**config.mk**
```make
export PLATFORM = sky130hd
export DESIGN_NAME = matmul_ctrl_flat
export DESIGN_NICKNAME = d
export VERILOG_FILES = /design/src/logic/matmul_pkg.sv /design/src/logic/mac_ctrl_if.sv /design/src/logic/matmul_ctrl.sv /design/src/flat_wrapper.sv
export VERILOG_INCLUDE_DIRS = /design/src /design/src/logic
export SDC_FILE = /design/constraint.sdc
export NUM_CORES = 1
export LEC_CHECK = 0
export BUFFER_PORTS_ARGS = -buffer_cell sky130_fd_sc_hd__buf_2
export CELL_PAD_IN_SITES_DETAIL_PLACEMENT = 0
export CELL_PAD_IN_SITES_GLOBAL_PLACEMENT = 1
export CORE_MARGIN = 5
export CORE_UTILIZATION = 24
export CTS_BUF_LIST = sky130_fd_sc_hd__clkbuf_8 sky130_fd_sc_hd__clkbuf_16
export DETAILED_ROUTE_END_ITERATION = 6
export GPL_TIMING_DRIVEN = 0
export HOLD_SLACK_MARGIN = 0.08
export PLACE_DENSITY = 0.8
export SYNTH_ARGS = -nofsm -noshare
export SYNTH_HDL_FRONTEND = slang
export SYNTH_SLANG_ARGS = --single-unit
```
**constraint.sdc**
```tcl
create_clock -name clk_mem -period 1.11 [get_ports clk_mem]
set_input_delay 0.0555 -clock clk_mem [delete_from_list [all_inputs] [get_ports clk_mem]]
set_output_delay 0.0555 -clock clk_mem [all_outputs]
set_load 0.005 [all_outputs]
```
**src/logic/matmul_defs.svh**
```systemverilog
`ifndef MATMUL_DEFS_SVH
`define MATMUL_DEFS_SVH

// Matrix dimension N
// Also the element count of one row word
`define MAT_SIZE 4

// Operand element width
`define DATA_WIDTH 16

// Result element width, sums wrap modulo 2^32
`define ACC_WIDTH 32

// Row memories
`define ADDR_WIDTH 7
`define MEM_DEPTH 128

`endif

```
**src/logic/matmul_pkg.sv**
```systemverilog
`default_nettype none
`include "matmul_defs.svh"

package matmul_pkg;

  // Element types
  typedef logic [`DATA_WIDTH-1:0] elem_t;
  typedef logic [`ACC_WIDTH-1:0]  acc_t;

  // One A column or one B row, lane 0 in the low bits
  typedef elem_t [`MAT_SIZE-1:0] operand_row_t;

  // One C row
  typedef acc_t [`MAT_SIZE-1:0] result_row_t;

  typedef logic [`ADDR_WIDTH-1:0] addr_t;

  // Multiply sequence
  typedef enum logic [2:0] {
    IDLE,
    FETCH,
    DRAIN,
    WRITE,
    FINISH
  } ctrl_state_t;

endpackage

`default_nettype wire

```
**src/logic/mac_ctrl_if.sv**
```systemverilog
`timescale 1ns/10ps
`default_nettype none

interface mac_ctrl_if import matmul_pkg::*; ();

  // Accumulate controls, already aligned to operand read data
  logic  acc_en;
  logic  acc_first;

  // C row writeback
  logic  wb_en;
  addr_t wb_row;

  modport ctrl (output acc_en, output acc_first, output wb_en, output wb_row);

  modport mac (input acc_en, input acc_first, input wb_en, input wb_row);

endinterface

`default_nettype wire

```
**src/logic/matmul_ctrl.sv**
```systemverilog
`timescale 1ns/10ps
`default_nettype none
`include "matmul_defs.svh"

module matmul_ctrl import matmul_pkg::*; (
  input  logic     clk_mem,
  input  logic     reset,
  input  logic     start_mat_mul,
  input  logic     enable_writing_to_mem,
  input  addr_t    addr_pi,
  output addr_t    op_addr,
  output logic     done_mat_mul,
  mac_ctrl_if.ctrl mac
);

  localparam int STEP_W = $clog2(`MAT_SIZE);
  localparam logic [STEP_W-1:0] LAST_STEP = STEP_W'(`MAT_SIZE - 1);

  ctrl_state_t       state;
  logic [STEP_W-1:0] step;
  logic              last_step;
  logic              fetch_valid;
  logic              fetch_first;

  //////////////////////////////////////////////////////////////////////
  // Sequence FSM
  //////////////////////////////////////////////////////////////////////

  assign last_step = (step == LAST_STEP);

  // Step counter runs the operand fetch, then again the C writeback
  always_ff @(posedge clk_mem) begin
    if (reset) begin
      state <= IDLE;
      step  <= '0;
    end else begin
      case (state)
        IDLE: begin
          step <= '0;
          if (start_mat_mul) begin
            state <= FETCH;
          end
        end
        FETCH: begin
          step <= last_step ? '0 : step + 1'b1;
          if (last_step) begin
            state <= DRAIN;
          end
        end
        // Last product still in flight from the RAM
        DRAIN: begin
          state <= WRITE;
        end
        WRITE: begin
          step <= last_step ? '0 : step + 1'b1;
          if (last_step) begin
            state <= FINISH;
          end
        end
        FINISH: begin
          state <= IDLE;
        end
        default: begin
          state <= IDLE;
        end
      endcase
    end
  end

  //////////////////////////////////////////////////////////////////////
  // Operand addressing and MAC control
  //////////////////////////////////////////////////////////////////////

  // Host owns the operand RAMs while loading
  assign op_addr = enable_writing_to_mem ? addr_pi : addr_t'(step);

  assign fetch_valid = (state == FETCH);
  assign fetch_first = fetch_valid && (step == '0);

  // One cycle of RAM read latency
  always_ff @(posedge clk_mem) begin
    if (reset) begin
      mac.acc_en    <= 1'b0;
      mac.acc_first <= 1'b0;
    end else begin
      mac.acc_en    <= fetch_valid;
      mac.acc_first <= fetch_first;
    end
  end

  assign mac.wb_en  = (state == WRITE);
  assign mac.wb_row = addr_t'(step);

  assign done_mat_mul = (state == FINISH);

  // Done is a single-cycle strobe per run
  a_done_single : assert property (
    @(posedge clk_mem) disable iff (reset) done_mat_mul |=> !done_mat_mul
  );

  // Accumulation must be complete before writeback starts
  a_acc_wb_excl : assert property (
    @(posedge clk_mem) disable iff (reset) !(mac.acc_en && mac.wb_en)
  );

endmodule

`default_nettype wire

```
**src/flat_wrapper.sv**
```systemverilog
// flat-port wrapper written by rule: the top's interface ports become plain ports
module matmul_ctrl_flat import matmul_pkg::*;
  (clk_mem, reset, start_mat_mul, enable_writing_to_mem, addr_pi, op_addr, done_mat_mul, mac_acc_en, mac_acc_first, mac_wb_en, mac_wb_row);
  mac_ctrl_if mac_i ();
  input  logic clk_mem;
  input  logic reset;
  input  logic start_mat_mul;
  input  logic enable_writing_to_mem;
  input  addr_t addr_pi;
  output addr_t op_addr;
  output logic done_mat_mul;
  output wire logic [$bits(mac_i.acc_en)-1:0] mac_acc_en;
  output wire logic [$bits(mac_i.acc_first)-1:0] mac_acc_first;
  output wire logic [$bits(mac_i.wb_en)-1:0] mac_wb_en;
  output wire logic [$bits(mac_i.wb_row)-1:0] mac_wb_row;
  assign mac_acc_en = mac_i.acc_en;
  assign mac_acc_first = mac_i.acc_first;
  assign mac_wb_en = mac_i.wb_en;
  assign mac_wb_row = mac_i.wb_row;
  matmul_ctrl u_core (.clk_mem(clk_mem), .reset(reset), .start_mat_mul(start_mat_mul), .enable_writing_to_mem(enable_writing_to_mem), .addr_pi(addr_pi), .op_addr(op_addr), .done_mat_mul(done_mat_mul), .mac(mac_i));
endmodule
```
Word level (Yosys, flattened, before mapping)
Index checks and enable logic that the tools add are counted.
- $add $sub $neg: 1
- equality and inequality tests: 8
- mux-type cells: 7
- reductions and logical operators: 6
- operators by type and width (kind ; count):
    $pmux W3 S4 ; 1
    $mux W3 ; 3
    $mux W7 ; 1
    $eq A3 B2 Y1 const B ; 2
    $ne A2 B1 Y1 const B ; 2
    $pmux W2 S2 ; 1
    $eq A3 B1 Y1 const B ; 1
    $eq A3 B3 Y1 const B ; 1
    $logic_not A3 Y1 ; 1
    $reduce_and A3 Y1 ; 1
    $add A2 B1 Y2 const B ; 1
    $eq A2 B2 Y1 const B ; 1
    $logic_not A2 Y1 ; 1
    $mux W2 ; 1
    $ne A2 B2 Y1 const B ; 1
    $reduce_bool A2 Y1 ; 1
    $reduce_or A2 Y1 ; 1
    $logic_and A1 B1 Y1 ; 1
- register bits: 7
- input port bits: 11
- output and inout port bits: 18
- logic and storage cells: 26

Longest topological paths before layout
- depth after elaboration: 3
- mapped depth: 4
- mapped depth without buffers: 4

Worst setup path after synthesis
No wires, ideal clock.
- path kind: register to register
- start point: reg u_core.step[0]
- end point: reg u_core.step[0]
- arrival: 0.973 ns
- data required time: 1.040 ns
- path slack: 0.068 ns
- stages on the path, launching flop included: 4
- period minus slack after synthesis: 1.042 ns
- cell sequence: dfxtp_1 > ha_1 > or3_1 > a21oi_1
- longest elaborated chain between the ends: 3
- ends and longest elaborated chain (what ; line ; RTL):
    start: declaration ; matmul_ctrl.sv:20 ; logic [STEP_W-1:0] step;
    start signal: assignment ; matmul_ctrl.sv:45 ; step <= last_step ? '0 : step + 1'b1;
    start signal: assignment ; matmul_ctrl.sv:55 ; step <= last_step ? '0 : step + 1'b1;
    $add A2 B1 Y2 / $eq A2 B2 Y1 (equally long branches) ; matmul_ctrl.sv:45, matmul_ctrl.sv:55, matmul_ctrl.sv:29 ;
    $mux W2 * ; matmul_ctrl.sv:45, matmul_ctrl.sv:55 ;
    $pmux W2 S2 * ; matmul_ctrl.sv:37 ; case (state)
Every way passes the cells marked *; elsewhere a longest branch is shown, timed or not.
A chain may end at the register's enable or synchronous reset.

Worst setup path in the final report
Ends and elaborated chain as after synthesis.

==> summary.txt <==
Sum of negative setup slack -> 0 ns
Largest net degree at the start of global routing -> 10
Initial antenna violation count -> 0
Max-cap violations -> 0
Status -> finished clean
Die ar. -> 0.002507 sq mm
Top FF cell, synth -> dfxtp_1
Buf/Inv on CP -> 0
Layout area overhead -> 60.06%
Final GP Congestion -> 0.6902
Leading area contributor after synthesis -> dfxtp_1
Endpoints failing setup -> 0
Nets -> 92
Initial Util -> 25.58%
DR vias -> 404
Gr usage total -> 8.308%
Commonest cells post-synth -> dfxtp_1 (7), and2_1 (6), buf_4 (5)
WL/cell -> 10.23 um
Worst skew pair latency -> 0.22 ns
Tmin final -> 1.049 ns
Final hold viol count -> 0
Worst-case clock buffer depth -> 2
Total setup buffers inserted after CTS -> 0
Clock buffer count from CTS -> 3
Diode count -> 0
CTS tree -> yes
Vias in the first global route -> 372
Antenna-violating nets left -> 0
CTS sink count -> 7
Fraction of registers with async set/reset -> 0%
Mapped Cells -> 45
Slowest CP cell -> or3_1
CP Class -> reg -> reg
Maximum vdd ir drop -> 1282 uV
Pwr Density -> 1164 mW/mm^2
Die width -> 50.07 um
Drt total wl -> 962 um
Final Skew -> 0.001194 ns
Max Freq -> 952.9 MHz
Area of the mapped netlist -> 385.4 sq um
Largest cells by area after synthesis -> dfxtp_1 (36%), and2_1 (9.7%), buf_4 (9.7%)
Leakage power total -> 0.3290 nW
DP HPWL -> 733.1 um
Arrival time worst endpoint -> 1.20 ns
Max stage delay on crit path -> 0.34 ns
CP Cell Sequence -> ha_2 > or3_1 > a21oi_1
Most common cell in the synthesized netlist -> dfxtp_1
Yosys cell types -> 20
Yosys warns -> 0
Hold Crit Class -> in -> out
Syn Area/Cell -> 8.564 sq um
TritonRoute pass-1 iters -> 4
Crit end category -> flop
Worst EP required -> 1.26 ns
Startpoint Class -> flop
Die Y -> 50.07 um
Via density -> 4.298
Share of layout cells above drive strength 1 -> 47.44%
Unrepaired setup endpoints after global routing -> no
Register bit count reported by yosys -> 7
Dpl cells -> 88
Worst-path clk slew -> 0.04 ns
Final core utilization -> 40.95%
DRC violations left -> 0
Seq/Total Area, Yosys -> 36.36%
Power, Total -> 0.7181 mW
Post-synth EDFFs -> 0
Top Ports -> 29
PortBufs -> 23
Top cell type's share of synthesized area -> 36.36%
Global-route wire length before repair -> 1642 um
Crit path max fanout -> 5
Iter 0 DRT Violations -> 6
CTS HTree Levels -> 1
Clock Root Buffer -> clkbuf_8
Crit path max-delay family -> simple AND/OR/NAND/NOR gates
Rows -> 14
Global route overflow -> 0
Pins Over Slew Limit -> 0
Tcrit/Tclk final -> 94.54%
CORE AREA -> 0.001506 sq mm
Fin cells -> 94
## routing by layer
metal / wire length (um) / share of wire [%] / track usage (%)
met1: 352 / 37 / 9.353
met2: 391 / 41 / 11.92
met3: 217 / 23 / 6.325
met4: 0 / 0 / 2.620
met5: 0 / 0 / 0
## registers in the layout, indices dropped and copies added, names as in the netlist
signal and count:
u_core.mac.acc_en 1, u_core.step 2, u_core.state 3, u_core.mac.acc_first 1
## worst register-to-register path: stages, from the launching register on
cell and delay [ns]:
dfxtp_2 0.33, ha_2 0.19, or3_1 0.34, a21oi_1 0.12
## through the flow
stage	hold WS, ns	area (sq um)	worst slack [ns]
after global routing	0.4129	616.8	0.01002
after floorplan	0.1246	400.4	0.06752
after CTS	0.08099	593.1	0.002231
final	0.3849	616.8	0.06058
after global placement	0.2861	535.5	0.04470
after detailed placement	0.2934	535.5	0.01807
## layout make-up
cell class,instances,area (sq um)
clock buffers,3,41.29
multi-input cells,35,225.2
clock inverters,1,3.754
well taps,16,20.02
repair buffers,25,135.1
plain buffers,5,37.54
flip-flops and latches,7,146.4
inverters,2,7.507
fillers,149,889.6
## cells in the final DEF, fill, tap and decap left out
cell	instances
clkbuf_8	3
and2_1	6
dlygate4sd3_1	2
dfxtp_4	1
and2b_2	1
nor2_1	1
conb_1	5
dfxtp_2	2
nand2b_1	1
nand2_1	4
dfxtp_1	4
buf_4	5
buf_2	23
o21ai_0	4
nor2b_4	1
nor3_1	1
nor4b_1	2
or3_1	1
and3b_1	1
ha_1	1
nor3b_1	1
xor2_1	1
inv_1	3
o311a_1	1
ha_2	1
a21oi_1	2
## logic make-up after synthesis
kind of cell | count (synthesis) | synth area share (%)
AOI/OAI and AO/OA | 7 | 10.39
xor gates and xnor gates | 1 | 2.273
adders and majority gates | 2 | 6.492
buffers and inverters | 7 | 11.69
DFF | 7 | 36.36
other | 1 | 0.9731
and+or+nand+nor | 20 | 31.82
## final timing paths
kind             startpoint             end  slack [ns]  depth (start not counted)
max          u_core.step[0]  u_core.step[0]        0.06                          3
min              addr_pi[3]      op_addr[3]        0.38                          3
max reg2reg  u_core.step[0]  u_core.step[0]        0.06                          3
min reg2reg  u_core.step[0]  u_core.step[0]        0.51                          2
## power by group
group | internal, mW | switching (mW)
Sequential | 0.263 | 0.00848
Clock | 0.239 | 0.106
Combinational | 0.0624 | 0.0393
Total | 0.564 | 0.154
## timing repair
action / CTS / global route
hold endpoints to repair: 1 / 1
endpoints found under the setup margin: 1 / 3
cloned: 0 / 0
resized for setup: 2 / 5
pin swaps: 0 / 0
hold buffers: 1 / 1
Note: power is estimated with default switching activity, not from simulation.
